===== config.mk =====
export PLATFORM = sky130hd
export DESIGN_NAME = wb_read_return
export DESIGN_NICKNAME = d
export VERILOG_FILES = /design/src/mem_pkg.sv /design/src/wb_read_return.sv
export SDC_FILE = /design/constraint.sdc
export NUM_CORES = 1
export LEC_CHECK = 0
export BUFFER_PORTS_ARGS = -buffer_cell sky130_fd_sc_hd__buf_2
export CAP_MARGIN = 20
export CORE_AREA = 2 2 39 41
export DETAILED_ROUTE_END_ITERATION = 12
export DIE_AREA = 0 0 41 43
export PLACE_DENSITY_LB_ADDON = 0.08
export SYNTH_ARGS = -nofsm -noshare
export SYNTH_HDL_FRONTEND = slang
export SYNTH_SLANG_ARGS = --single-unit

===== constraint.sdc =====
create_clock -name clock_i -period 1.6 [get_ports clock_i]
set_input_delay 0.32 -clock clock_i [delete_from_list [all_inputs] [get_ports clock_i]]
set_output_delay 0.32 -clock clock_i [all_outputs]
set_load 0.005 [all_outputs]

===== src/mem_pkg.sv =====
// memory map constants shared by the SRAM subsystem RTL and its testbench; import with mem_pkg::*.

package mem_pkg;

    // --------------------------------------------------
    // bus geometry
    // --------------------------------------------------

    // the full byte address as seen on the Wishbone port.
    // 17 bits cover the 128 KiB external SRAM.
    localparam int unsigned ADDR_WIDTH = 17;

    // the bus is one byte wide, so there are no byte selects.
    localparam int unsigned DATA_WIDTH = 8;

    // --------------------------------------------------
    // bank split
    // --------------------------------------------------

    // the memory is made of four interleaved banks.
    localparam int unsigned BANK_COUNT = 4;

    // the lowest address bits pick the bank.
    // consecutive byte addresses therefore land in consecutive banks.
    localparam int unsigned BANK_SEL_WIDTH = 2;

    // the remaining upper address bits index a byte inside one bank.
    localparam int unsigned BANK_ADDR_WIDTH = ADDR_WIDTH - BANK_SEL_WIDTH;

    // bytes held by each bank, 32768 for the 15 bit in-bank address.
    localparam int unsigned BANK_DEPTH = 2 ** BANK_ADDR_WIDTH;

endpackage : mem_pkg

===== src/wb_read_return.sv =====
// return stage that selects the issued bank's read byte and raises the Wishbone acknowledge.

`timescale 1ns/10ps

module wb_read_return
    import mem_pkg::*;
(
    input  logic                             clock_i,
    input  logic                             rst_n_i,

    // issue pulse and bank index from the decoder.
    input  logic                             issue_i,
    input  logic [BANK_SEL_WIDTH-1:0]        issue_bank_i,

    // registered read bytes of all banks, bank 0 in the lowest byte.
    input  logic [BANK_COUNT*DATA_WIDTH-1:0] bank_rdata_i,

    // Wishbone classic slave response.
    output logic                             wb_ack_o,
    output logic [DATA_WIDTH-1:0]            wb_dat_o
);

    // --------------------------------------------------
    // acknowledge and bank index
    // --------------------------------------------------

    logic [BANK_SEL_WIDTH-1:0] ret_bank_q;

    // the issue pulse is delayed by one edge to form the acknowledge.
    // the banks register their read data on the same edge, so the byte
    // and the acknowledge become valid together.
    // the index is captured with the pulse and kept until the next issue,
    // so the selected byte stays stable while the master samples it.
    always_ff @(posedge clock_i or negedge rst_n_i) begin
        if (!rst_n_i) begin
            wb_ack_o   <= 1'b0;
            ret_bank_q <= '0;
        end else begin
            wb_ack_o <= issue_i;
            if (issue_i) begin
                ret_bank_q <= issue_bank_i;
            end
        end
    end

    // --------------------------------------------------
    // read data select
    // --------------------------------------------------

    // each bank holds its last read byte, so picking the issued bank
    // is enough and no extra data register is needed here.
    // on a write acknowledge this shows a stale byte, which the master ignores.
    always_comb begin
        wb_dat_o = bank_rdata_i[ret_bank_q*DATA_WIDTH +: DATA_WIDTH];
    end

endmodule : wb_read_return


==> flow_summary.toml <==
[finish]
drive_gt1_share_pct = 92.2
num-fill-cells = 148
nets = 102
antenna-diode-count = 0
areaGrowthSynthToFinish_pct = 97.0

[sta]
rsz0062_at_grt = "true"
whs_ns = 0.240
final_max_slew_viol_count = 0
clock.fmax_ghz = 0.589
fin_crit_sh_pct = 106
fin_skew_ns = 0
hold_violations = 0
worst_pin_slew_ns = 0.335
worst_slack_ns = -0.0981
final-setup-viol-count = 8
period_needed_ns = 1.70
slew_headroom_pct = 77.6

[die]
core_region_area_sq_um = 1380
io_pins = 46
die_w_um = 41
die_h_um = 43
row_count = 14
dieArea_sq_um = 1760
start_util_pct = 21.2

[pwr]
swShare_pct = 24.1
combPwrFrac_pct = 41.5
seqPwrFrac_pct = 24.4
internal_power_uw = 290
p_switching_uw = 92.0
clkPwrFrac_pct = 34.1
power_density_nw_per_um2 = 659
ir_drop_uv = 412
p_leak_uw = 0.000299

[status]
violations = "negative setup slack"
outcome = "finished, violations left"

[setup_path]
cp_max_fo = 8
r2r_start = "ret_bank_q[1]$_DFFE_PN0P_"
start_kind = "flop"
critical_path_class = "flop to output port"
slowest_stage = "mux4_2"
arrival_ns = 1.38
max_stage_delay_ns = 0.49
crit_chain = "buf_12 -> mux4_2 -> buf_2"
path_buf_inv = 2
r2r-end = "ret_bank_q[1]$_DFFE_PN0P_"
cp_top_family = "multiplexers"
r2r_slack_ns = 0.68
rr_worst_depth = 1
end_kind = "output port"
cp.required_ns = 1.28

[placement]
routabilityCongestion = 0.581
pre_cts_ws_ns = 0.131
hpwl_um = 779
port_buffers = 45

[grt]
grt_overflow = 0
grt_first_pass_wirelength_um = 1270
grt_max_degree = 10
grt_use_total_pct = 10.9
grt_pass1_vias = 342
antenna_found_initial = 0

[route]
drc = 0
ant_nets = 0
detail_route.wl_per_cell_um = 10.8
wirelength_um = 867
drtIter0Drc = 0
vias = 355
viasPerCell = 4.44
dr.pass1.iters = 1

[synth]
synthArstFlopShare_pct = 100
yosys.area.top_type_share_pct = 61.3
synth_area_sq_um = 294
synth_most_common_cell = "mux4_2"
synth_edf_count = 0
ys_warn_count = 0
avgSynthCellArea_sq_um = 19.6
ys_ff_latch = 3
synth-main-ff-cell = "dfrtp_1"
synthCells = 15
synthDistinctLibCells = 5
synth_area_leader_cell = "mux4_2"
yosys-top-cells-count = "mux4_2, dfrtp_1, mux2_2"
synthTopCellsByArea = "mux4_2, dfrtp_1, mux2_2, buf_6, buf_2"
syn-num-nets = 52
yosysSeqAreaShare_pct = 25.5

[clock_tree]
numClockSinks = 3
numCtsBuffers = 3
clk_latency_ns = 0.23
path_clk_slew_ns = 0.04
cts_tree = "done"
clockBufferDepth = 2
root_buffer = "clkbuf_4"
cts_htree_levels = 1
cts_post_setup_buffers_inserted = 0

[worst_hold_path]
hold_depth = 1
hp-start = "issue_i"
whs_endpoint = "wb_ack_o$_DFF_PN0_"
hp-class = "input port to flop"

[job]
cap_violations = 0
==> timing repair <==
item / CTS / global route
endpoints found under the setup margin: 8 / 8
gates resized for setup: 0 / 0
cloned: 0 / 0
hold buffers: 1 / 0
pin swaps: 0 / 0
endpoints found under the hold margin: 3 / 0
==> kinds of logic (layout without fill, tap and decap cells) <==
group,count (synthesis),after routing,share of synthesized area [%]
buffers and inverters,2,51,5.53
flip-flops,3,3,25.5
multiplexers,10,10,68.9
==> per-layer routing <==
layer / vias up / track usage, % / wire length [um]
met5: - / 0 / 0
met2: 22 / 20.9 / 521
met4: 0 / 6.00 / 0
li1: 167 / - / -
met1: 166 / 8.39 / 234
met3: 0 / 3.14 / 111
==> layout by cell type (no fill, tap or decap), drive strengths merged <==
cell and count:
mux2 2, dlygate4sd3 1, dfrtp 3, clkbuf 4
buf 46, mux4 8
==> through the flow <==
stage / power [uW] / instances / setup TNS (ns) / area (sq um) / utilization (%)
after floorplan: 172 / 15 / 0 / 294 / -
after global placement: 254 / 75 / 0 / 543 / 39.2
after detailed placement: 254 / 75 / 0 / 543 / 39.2
after CTS: 394 / 80 / -0.931 / 579 / 41.9
after global routing: 423 / 80 / -1.36 / 579 / 41.9
final: 382 / 80 / -0.748 / 579 / 41.9
==> layout make-up <==
| type | count | area, sq um | share of cell area, % |
|---|---|---|---|
| flip-flops and latches | 3 | 75.1 | 13.0 |
| repair buffers | 47 | 255 | 44.1 |
| well taps | 16 | 20.0 | 3.46 |
| multi-input cells | 10 | 203 | 35.0 |
| clock buffers | 4 | 26.3 | 4.54 |
==> power by group through the flow <==
| stage | Clock, uW | Combinational (uW) | Sequential [uW] |
|---|---|---|---|
| finish | 130 | 158 | 93.1 |
| global route | 152 | 175 | 94.9 |
| CTS | 139 | 162 | 93.5 |
| detailed placement | 0 | 160 | 94.5 |
| global placement | 0 | 160 | 94.1 |
| floorplan | 0 | 86.9 | 85.4 |
==> state kept, by name, summed over array words and instances (netlist names) <==
name        cells
ret_bank_q      2
wb_ack_o        1
==> worst max-delay path by stage <==
stage | start | to | slack [ns] | cells after the start
after floorplan | ret_bank_q[0]$_DFFE_PN0P_ | wb_dat_o[0] | 0.30 | 2
after global placement | ret_bank_q[0]$_DFFE_PN0P_ | wb_dat_o[7] | 0.13 | 3
after detailed placement | ret_bank_q[0]$_DFFE_PN0P_ | wb_dat_o[7] | 0.13 | 3
after CTS | ret_bank_q[0]$_DFFE_PN0P_ | wb_dat_o[7] | -0.12 | 3
after global routing | ret_bank_q[0]$_DFFE_PN0P_ | wb_dat_o[7] | -0.18 | 3
final | ret_bank_q[0]$_DFFE_PN0P_ | wb_dat_o[7] | -0.1 | 3
No activity file was read; power rests on OpenSTA's default activity.
