<file path="src/mem_pkg.sv">
// memory map constants shared by the SRAM subsystem RTL and its testbench; import with mem_pkg::*.

package mem_pkg;

    // --------------------------------------------------
    // bus geometry
    // --------------------------------------------------

    // the full byte address as seen on the Wishbone port.
    // 17 bits cover the 128 KiB external SRAM.
    localparam int unsigned ADDR_WIDTH = 17;

    // the bus is one byte wide, so there are no byte selects.
    localparam int unsigned DATA_WIDTH = 8;

    // --------------------------------------------------
    // bank split
    // --------------------------------------------------

    // the memory is made of four interleaved banks.
    localparam int unsigned BANK_COUNT = 4;

    // the lowest address bits pick the bank.
    // consecutive byte addresses therefore land in consecutive banks.
    localparam int unsigned BANK_SEL_WIDTH = 2;

    // the remaining upper address bits index a byte inside one bank.
    localparam int unsigned BANK_ADDR_WIDTH = ADDR_WIDTH - BANK_SEL_WIDTH;

    // bytes held by each bank, 32768 for the 15 bit in-bank address.
    localparam int unsigned BANK_DEPTH = 2 ** BANK_ADDR_WIDTH;

endpackage : mem_pkg
</file>
<file path="src/wb_sram_decoder.sv">
// Wishbone classic request decoder that strobes one SRAM bank per accepted cycle; used by the top.

`timescale 1ns/10ps

module wb_sram_decoder
    import mem_pkg::*;
(
    input  logic                       clock_i,
    input  logic                       rst_n_i,

    // Wishbone classic slave side.
    input  logic                       wb_cyc_i,
    input  logic                       wb_stb_i,
    input  logic                       wb_we_i,
    input  logic [ADDR_WIDTH-1:0]      wb_adr_i,
    input  logic [DATA_WIDTH-1:0]      wb_dat_i,

    // acknowledge coming back from the return stage.
    input  logic                       ack_i,

    // shared bank bus and per-bank active-low strobes.
    output logic [BANK_ADDR_WIDTH-1:0] bank_addr_o,
    output logic [DATA_WIDTH-1:0]      bank_wdata_o,
    output logic [BANK_COUNT-1:0]      bank_we_n_o,
    output logic [BANK_COUNT-1:0]      bank_oe_n_o,

    // issue pulse and bank index for the return stage.
    output logic                       issue_o,
    output logic [BANK_SEL_WIDTH-1:0]  issue_bank_o
);

    // --------------------------------------------------
    // request decode
    // --------------------------------------------------

    logic                       busy_q;
    logic                       req_accept;
    logic [BANK_SEL_WIDTH-1:0]  req_bank;
    logic [BANK_ADDR_WIDTH-1:0] req_addr;
    logic [BANK_COUNT-1:0]      req_onehot;
    logic [BANK_COUNT-1:0]      req_we_n;
    logic [BANK_COUNT-1:0]      req_oe_n;

    // a request is taken only while no other one is in flight.
    // a request held during the busy window is simply sampled later.
    assign req_accept = wb_cyc_i && wb_stb_i && !busy_q;

    // the low address bits pick the bank, the upper bits the byte inside it.
    assign req_bank = wb_adr_i[BANK_SEL_WIDTH-1:0];
    assign req_addr = wb_adr_i[ADDR_WIDTH-1:BANK_SEL_WIDTH];

    // one bit per bank, set for the addressed bank only.
    assign req_onehot = BANK_COUNT'(1) << req_bank;

    // a write pulls the write strobe of that bank low, a read pulls its output strobe.
    assign req_we_n = ~(req_onehot & {BANK_COUNT{wb_we_i}});
    assign req_oe_n = ~(req_onehot & {BANK_COUNT{!wb_we_i}});

    // --------------------------------------------------
    // control state
    // --------------------------------------------------

    // the strobes and the issue pulse last exactly one cycle after acceptance.
    // busy is set on acceptance and cleared on the edge that sees the acknowledge,
    // so a new request is sampled no earlier than the edge after that.
    always_ff @(posedge clock_i or negedge rst_n_i) begin
        if (!rst_n_i) begin
            busy_q       <= 1'b0;
            bank_we_n_o  <= '1;
            bank_oe_n_o  <= '1;
            issue_o      <= 1'b0;
            issue_bank_o <= '0;
        end else begin
            // strobes fall back to inactive unless a new request is taken.
            bank_we_n_o <= '1;
            bank_oe_n_o <= '1;
            issue_o     <= 1'b0;

            if (req_accept) begin
                busy_q       <= 1'b1;
                bank_we_n_o  <= req_we_n;
                bank_oe_n_o  <= req_oe_n;
                issue_o      <= 1'b1;
                issue_bank_o <= req_bank;
            end else if (ack_i) begin
                // acknowledge only arrives while busy, so the two never collide.
                busy_q <= 1'b0;
            end
        end
    end

    // --------------------------------------------------
    // bank address and write data
    // --------------------------------------------------

    // payload registers are loaded with the request and held until the next one.
    // the banks only look at them while a strobe is low.
    always_ff @(posedge clock_i) begin
        if (req_accept) begin
            bank_addr_o  <= req_addr;
            bank_wdata_o <= wb_dat_i;
        end
    end

endmodule : wb_sram_decoder

</file>
<file path="config.mk">
export PLATFORM = sky130hd
export DESIGN_NAME = wb_sram_decoder
export DESIGN_NICKNAME = d
export VERILOG_FILES = /design/src/mem_pkg.sv /design/src/wb_sram_decoder.sv
export SDC_FILE = /design/constraint.sdc
export NUM_CORES = 1
export LEC_CHECK = 0
export BUFFER_PORTS_ARGS = -buffer_cell sky130_fd_sc_hd__clkbuf_2
export CORE_MARGIN = 5
export CORE_UTILIZATION = 45
export DETAILED_ROUTE_END_ITERATION = 16
export PLACE_DENSITY = 0.84
export SYNTH_ARGS = -nofsm -noshare
export SYNTH_HDL_FRONTEND = slang
export SYNTH_SLANG_ARGS = --single-unit
export TNS_END_PERCENT = 100
</file>
<file path="constraint.sdc">
create_clock -name clock_i -period 2.4 [get_ports clock_i]
set_input_delay 0.6 -clock clock_i [delete_from_list [all_inputs] [get_ports clock_i]]
set_output_delay 0.6 -clock clock_i [all_outputs]
set_load 0.02 [all_outputs]
</file>
==> key figures, run 1 <==
Drt
  • Via density: 4.63
  • Mean routed wirelength per cell: 14.8 um
  • 1st-pass router iterations: 4
  • DRT iter0 DRCs: 8
  • Post-route ant nets: 0
  • Via count: 731
  • DRC viols: 0
  • Detailed Route WL: 2340 um

STA
  • Post-route clock period utilization: 0.673
  • Final Hold Fails: 0
  • Fin Setup TNS: 0 ps
  • Final Worst Setup Slack: 786 ps
  • Setup Viol. Count Final: 0
  • Final worst path period need: 1610 ps
  • Slew HR: 0.792
  • RSZ-0062 raised after global routing: false
  • Fmax: 619 MHz
  • Measured slew at the worst slew-check pin: 310 ps
  • Clock Skews: 6.05 ps
  • Slew Viols, Final: 0

Critical path
  • Startpoint types: flop
  • Critical path's top delay family: flip-flops
  • Kind of critical path: reg2out
  • Slowest stage delay, CP: 530 ps
  • Worst Path Buf+Inv: 1
  • Worst Path Required: 1800 ps
  • Endpoint class of the critical path: primary output
  • Crit-path slowest cell: dfstp_2
  • Critical path fanouts, max: 1
  • Cell chain of the critical path: clkbuf_2
  • CP arrival: 1010 ps

Global routing
  • GRT Overall Usage: 0.136
  • First-pass GRT wire length: 3440 um
  • Largest net degree at the start of global routing: 25
  • Initial antenna violation count: 0
  • Vias in the first global route: 740
  • Gr ovfl total: 0

Logic synthesis
  • Yosys top cell by area: edfxtp_1
  • Avg Cell Area, Syn: 20.9 um^2
  • Yosys top cell area share: 0.602
  • Mux contribution to synthesized area: 0.0262
  • Synthesized area: 1150 um^2
  • Post-Synth Simple-Gate Area: 0.0905
  • Synth warnings: 0
  • Dominant synthesized flop cell: edfxtp_1
  • Most common cell in the netlist: edfxtp_1
  • XOR/XNOR Fraction of Synth Area: 0
  • Cell variety after synth: 14
  • Synth area leaders: edfxtp_1 (60%), dfstp_2 (18%), dfrtp_1 (8.7%)
  • Post-synthesis compound-gate area fraction: 0.00436
  • Synth async-reset ratio: 0.343
  • Post-synth top cells: edfxtp_1 (23), dfstp_2 (8), nand2_1 (8)
  • Main combinational cell family by area after synthesis: simple AND/OR/NAND/NOR gates
  • Synthesized-area fraction occupied by adder cells: 0
  • Sequential element share of the synthesized area: 0.872
  • Cells after Synth: 55
  • Yosys reg bits: 35
  • Synthesized net count: 86
  • EDFF count, synth: 23

CTS
  • Worst-path clk slew: 90 ps
  • CTS tree: built
  • CTS Root Cell: clkbuf_4
  • Hold-fix buffer count after cts: 0
  • H-Tree Depth: 2
  • Clock Path Buffers: 2
  • Clock sink count: 35
  • Setup repair bufs after CTS: 0
  • Clock Latency Late Sink: 320 ps
  • TritonCTS buffer count: 5
  • Post-cts sizing count: 0

Placement
  • Gpl congestion: 0.736
  • # placed instances: 150
  • Place WS: 858 ps
  • DP HPWL: 1920 um
  • PortBufs: 64

Power and ir drop
  • VDD IR max: 0.488 mV
  • Total power density per cell area: 704 nW/um^2
  • LEAKAGE: 0.714 nW
  • Tot Pwr: 0.00110 W

Floorplan
  • Die ar.: 3660 um^2
  • Ports: 65
  • Chip width: 60.5 um
  • Initial core utilization: 0.467
  • Core area: 2450 um^2
  • Cell Rows: 18
  • Die height: 60.5 um

Final layout
  • N_diodes: 0
  • Layout cell share with drive strength beyond 1: 0.656
  • # nets final: 158
  • Non-Filler Instances: 158
  • Area delta synth->final: 36.1%

Run status
  • Status: complete, no violations

Flow run
  • Max-cap violations: 0

Hold path
  • Worst min path class: in2async
[worst paths after layout]
| path | cells past startpoint | slack (ps) | endpoint | startpoint |
|---|---|---|---|---|
| hold / removal | 1 | 140 | issue_bank_o[1]$_DFFE_PN0P_ | rst_n_i |
| setup reg to reg | 3 | 1110 | bank_addr_o[6]$_DFFE_PP_ | busy_q$_DFFE_PN0P_ |
| hold reg to reg | 1 | 550 | issue_bank_o[1]$_DFFE_PN0P_ | issue_bank_o[1]$_DFFE_PN0P_ |
| min in group clock_i | 1 | 450 | bank_addr_o[0]$_DFFE_PP_ | wb_adr_i[2] |
| setup / recovery | 1 | 790 | bank_oe_n_o[2] | bank_oe_n_o[2]$_DFF_PN1_ |
| max in group asynchronous | 1 | 1990 | bank_oe_n_o[1]$_DFF_PN1_ | rst_n_i |
[routing by layer]
| metal | vias to the layer above | track usage | part of all wire |
|---|---|---|---|
| met5 | - | 0 | 0 |
| met1 | 335 | 0.144 | 0.34 |
| met2 | 51 | 0.236 | 0.50 |
| li1 | 342 | - | - |
| met4 | 0 | 0.0743 | 0.013 |
| met3 | 3 | 0.0511 | 0.15 |
[kinds of logic (layout without fill, tap and decap cells)]
family | after synthesis | count (layout)
buf+inv | 2 | 75
flops | 35 | 35
compound gates | 1 | 1
simple gates | 15 | 15
mux | 2 | 2
[placed cells by master (no fill, tap or decap)]
cell type,instances
and4_2,1
and4b_1,1
and4b_2,1
and4bb_2,1
buf_4,1
clkbuf_1,1
clkbuf_2,64
clkbuf_4,5
clkinv_1,2
dfrtp_1,4
dfstp_2,8
edfxtp_1,23
inv_1,2
mux2_4,2
nand2_1,8
nand3b_4,1
nor2_1,1
nor2b_1,1
o21ai_0,1
[report_power, final]
part | switching, W | internal, W | leakage [nW]
Sequential | 0.0000135 | 0.000680 | 0.347
Clock | 0.000167 | 0.000108 | 0.0273
Combinational | 0.0000779 | 0.0000525 | 0.340
Total | 0.000258 | 0.000841 | 0.714
[registers in the layout, summed over array words and instances, names as in the netlist]
register and count:
bank_addr_o 15, bank_wdata_o 8, bank_oe_n_o 4, bank_we_n_o 4, issue_bank_o 2, busy_q 1
issue_o 1
[metrics by stage]
stage	hold WS, ps	utilization	instance area, um^2
3_3_place_gp	485	0.616	1510
4_1_cts	131	0.636	1560
3_5_place_dp	492	0.616	1510
2_1_floorplan	304	-	1150
6_report	136	0.636	1560
5_1_grt	139	0.636	1560
[cell type report]
class,instances,area [um^2]
Clock buffer,6,41.3
Sequential cell,35,1000
Inverter,2,7.51
Clock inverter,2,7.51
Timing Repair Buffer,65,328
Multi-Input combinational cell,18,139
Fill cell,201,893
Tap cell,30,37.5
(Power assumes the default switching activity.)
==> run 2, diff against run 1 <==
--- a/config.mk
+++ b/config.mk
@@ -7,9 +7,9 @@
 export LEC_CHECK = 0
 export BUFFER_PORTS_ARGS = -buffer_cell sky130_fd_sc_hd__clkbuf_2
 export CORE_MARGIN = 5
-export CORE_UTILIZATION = 45
+export CORE_UTILIZATION = 42
 export DETAILED_ROUTE_END_ITERATION = 16
-export PLACE_DENSITY = 0.84
+export PLACE_DENSITY = 0.8
 export SYNTH_ARGS = -nofsm -noshare
 export SYNTH_HDL_FRONTEND = slang
 export SYNTH_SLANG_ARGS = --single-unit
==> constraint.sdc (replaced) <==
create_clock -name clock_i -period 1.55 [get_ports clock_i]
set_input_delay 0.3875 -clock clock_i [delete_from_list [all_inputs] [get_ports clock_i]]
set_output_delay 0.3875 -clock clock_i [all_outputs]
set_load 0.02 [all_outputs]
==> run 2 against run 1 <==
Sequential share of layout area shrank 0.86 points. Critical path depth unchanged. Die area rose by 5.9%. Sequential power is 54% higher. Via count shrank 2.6%. Final area is 1.4% higher. Final cell count is 0.63% higher. Global-route usage shrank 1.9 points. Count of clock-buffer cells in the layout down 1. Clock power grew 51%. First-iteration DRC count is 13% lower. Register-to-register slack lost 740 ps. Highest routed layer unchanged.
==> key figures, run 2 (synthesis gave the netlist of run 1 again) <==
Run status
  • Status: complete, no violations (unchanged)

Critical path
  • Kind of critical path: reg2out (unchanged)
  • Worst Path Buf+Inv: 1 (unchanged)
  • Critical path fanouts, max: 1 (unchanged)
  • CP arrival: 1010 ps (about the same)
  • Worst Path Required: 1160 ps (was 1800 ps)
  • Endpoint class of the critical path: primary output (unchanged)
  • Crit-path slowest cell: dfstp_2 (unchanged)
  • Slowest stage delay, CP: 530 ps (about the same)
  • Critical path's top delay family: flip-flops (unchanged)
  • Cell chain of the critical path: clkbuf_2 (unchanged)
  • Startpoint types: flop (unchanged)

STA
  • Measured slew at the worst slew-check pin: 291 ps (was 310 ps)
  • Final Hold Fails: 0 (unchanged)
  • Post-route clock period utilization: 0.902
  • Fin Setup TNS: 0 ps (unchanged)
  • Fmax: 715 MHz
  • Final worst path period need: 1400 ps
  • RSZ-0062 raised after global routing: false (unchanged)
  • Slew HR: 0.806 (was 0.792)
  • Setup Viol. Count Final: 0 (unchanged)
  • Slew Viols, Final: 0 (unchanged)
  • Clock Skews: 6.78 ps (was 6.05 ps)

Global routing
  • First-pass GRT wire length: 3580 um (was 3440 um)
  • Busiest layer in global routing: met2 (unchanged)
  • Initial antenna violation count: 0 (unchanged)
  • Largest net degree at the start of global routing: 25 (unchanged)
  • Vias in the first global route: 766 (was 740)
  • GRT Overall Usage: 0.117 (was 0.136)
  • M2 GR Usage: 0.165 (was 0.236)
  • Grt met1 use: 0.125 (was 0.144)
  • Met3 Use GR: 0.103 (was 0.0511)
  • Gr ovfl total: 0 (unchanged)

Power and ir drop
  • VDD IR max: 0.725 mV (was 0.488 mV)
  • LEAKAGE: 0.723 nW (was 0.714 nW)
  • Total power density per cell area: 1070 nW/um^2 (was 704 nW/um^2)

Floorplan
  • Core area: 2690 um^2 (was 2450 um^2)
  • Cell Rows: 19 (was 18)
  • Die ar.: 3880 um^2 (was 3660 um^2)
  • Initial core utilization: 0.427 (was 0.467)
  • Chip width: 62.3 um (was 60.5 um)
  • Ports: 65 (unchanged)
  • Die height: 62.3 um (was 60.5 um)

Final layout
  • Most common cell after layout, fill and taps aside: clkbuf_2 (unchanged)
  • FILL cells: 214 (was 201)
  • Most frequent cells in the layout: clkbuf_2 (64), edfxtp_1 (23), nand2_1 (8), dfstp_2 (8), clkbuf_4 (5) (unchanged)
  • # nets final: 159 (was 158)
  • Most flop-heavy register: bank_addr_o (unchanged)
  • N_diodes: 0 (unchanged)
  • Largest regs: bank_addr_o (15), bank_wdata_o (8) (unchanged)
  • Util after Layout: 0.589 (was 0.636)
  • Area delta synth->final: 38.0% (was 36.1%)
  • Layout cell share with drive strength beyond 1: 0.664 (was 0.656)
  • Max reg flops: 15 (unchanged)

Drt
  • DRT iter0 DRCs: 7 (was 8)
  • 1st-pass router iterations: 4 (unchanged)
  • DRC viols: 0 (unchanged)
  • Via density: 4.48 (was 4.63)
  • Mean routed wirelength per cell: 13.4 um (was 14.8 um)
  • Detailed Route WL: 2130 um (was 2340 um)
  • Post-route ant nets: 0 (unchanged)
  • Via count: 712 (was 731)

CTS
  • Clock Path Buffers: 2 (unchanged)
  • Worst-path clk slew: 90 ps (about the same)
  • CTS Root Cell: clkbuf_4 (unchanged)
  • Clock Latency Late Sink: 320 ps (about the same)
  • Setup repair bufs after CTS: 0 (unchanged)
  • CTS tree: built (unchanged)
  • H-Tree Depth: 2 (unchanged)
  • Post-cts sizing count: 0 (unchanged)
  • TritonCTS buffer count: 5 (unchanged)
  • Clock sink count: 35 (unchanged)
  • Hold-fix buffer count after cts: 1 (was 0)

Hold path
  • Worst min path class: in2reg (was in2async)

Placement
  • Gpl congestion: 0.757 (was 0.736)
  • PortBufs: 64 (unchanged)

Flow run
  • Max-cap violations: 0 (unchanged)
run 2: layer usage:
layer / routed length, um / up-vias
met5: 0 / -
met4: 33 / 0
met2: 887 / 51
met1: 795 / 308
li1: - / 348
met3: 417 / 5
run 2: per-stage QoR:
| stage | power (W) | worst slack [ps] | std cells | hold slack, ps | area, um^2 |
|---|---|---|---|---|---|
| after global routing | 0.00178 | 99.6 | 159 | 203 | 1580 |
| after floorplan | 0.00119 | 121 | 55 | 91.9 | 1150 |
| after detailed placement | 0.00130 | 320 | 151 | 286 | 1530 |
| final | 0.00169 | 152 | 159 | 237 | 1580 |
| after global placement | 0.00129 | 337 | 151 | 273 | 1530 |
| after CTS | 0.00173 | 126 | 159 | 207 | 1580 |
run 2: layout make-up:
class / instances / area (um^2) / share of cell area
clock buffer: 5 / 37.5 / 0.0237
clock inverter: 2 / 8.76 / 0.00553
inverter: 2 / 7.51 / 0.00474
multi-input combinational: 18 / 139 / 0.0877
sequential: 35 / 1000 / 0.632
tap: 31 / 38.8 / 0.0245
timing repair buffer: 66 / 350 / 0.221
run 2: final timing paths:
path                                                   from                     endpoint  slack [ps]  cells past startpoint
worst min-delay path                            wb_adr_i[8]     bank_addr_o[6]$_DFFE_PP_         240                      1
min in group asynchronous                           rst_n_i  issue_bank_o[1]$_DFFE_PN0P_         480                      2
worst min register to register  issue_bank_o[0]$_DFFE_PN0P_  issue_bank_o[0]$_DFFE_PN0P_         530                      1
worst max register to register           busy_q$_DFFE_PN0P_    bank_wdata_o[2]$_DFFE_PP_         370                      3
max in group asynchronous                           rst_n_i     bank_we_n_o[3]$_DFF_PN1_         790                      2
worst max-delay path               bank_oe_n_o[3]$_DFF_PN1_               bank_oe_n_o[3]         150                      1
run 2: power breakdown:
| group | leakage, nW | switching [W] | total, W | internal (W) |
|---|---|---|---|---|
| Sequential | 0.347 | 0.0000178 | 0.00107 | 0.00105 |
| Clock | 0.0285 | 0.000255 | 0.000415 | 0.000160 |
| Combinational | 0.348 | 0.000119 | 0.000206 | 0.0000871 |
| Total | 0.723 | 0.000391 | 0.00169 | 0.00130 |
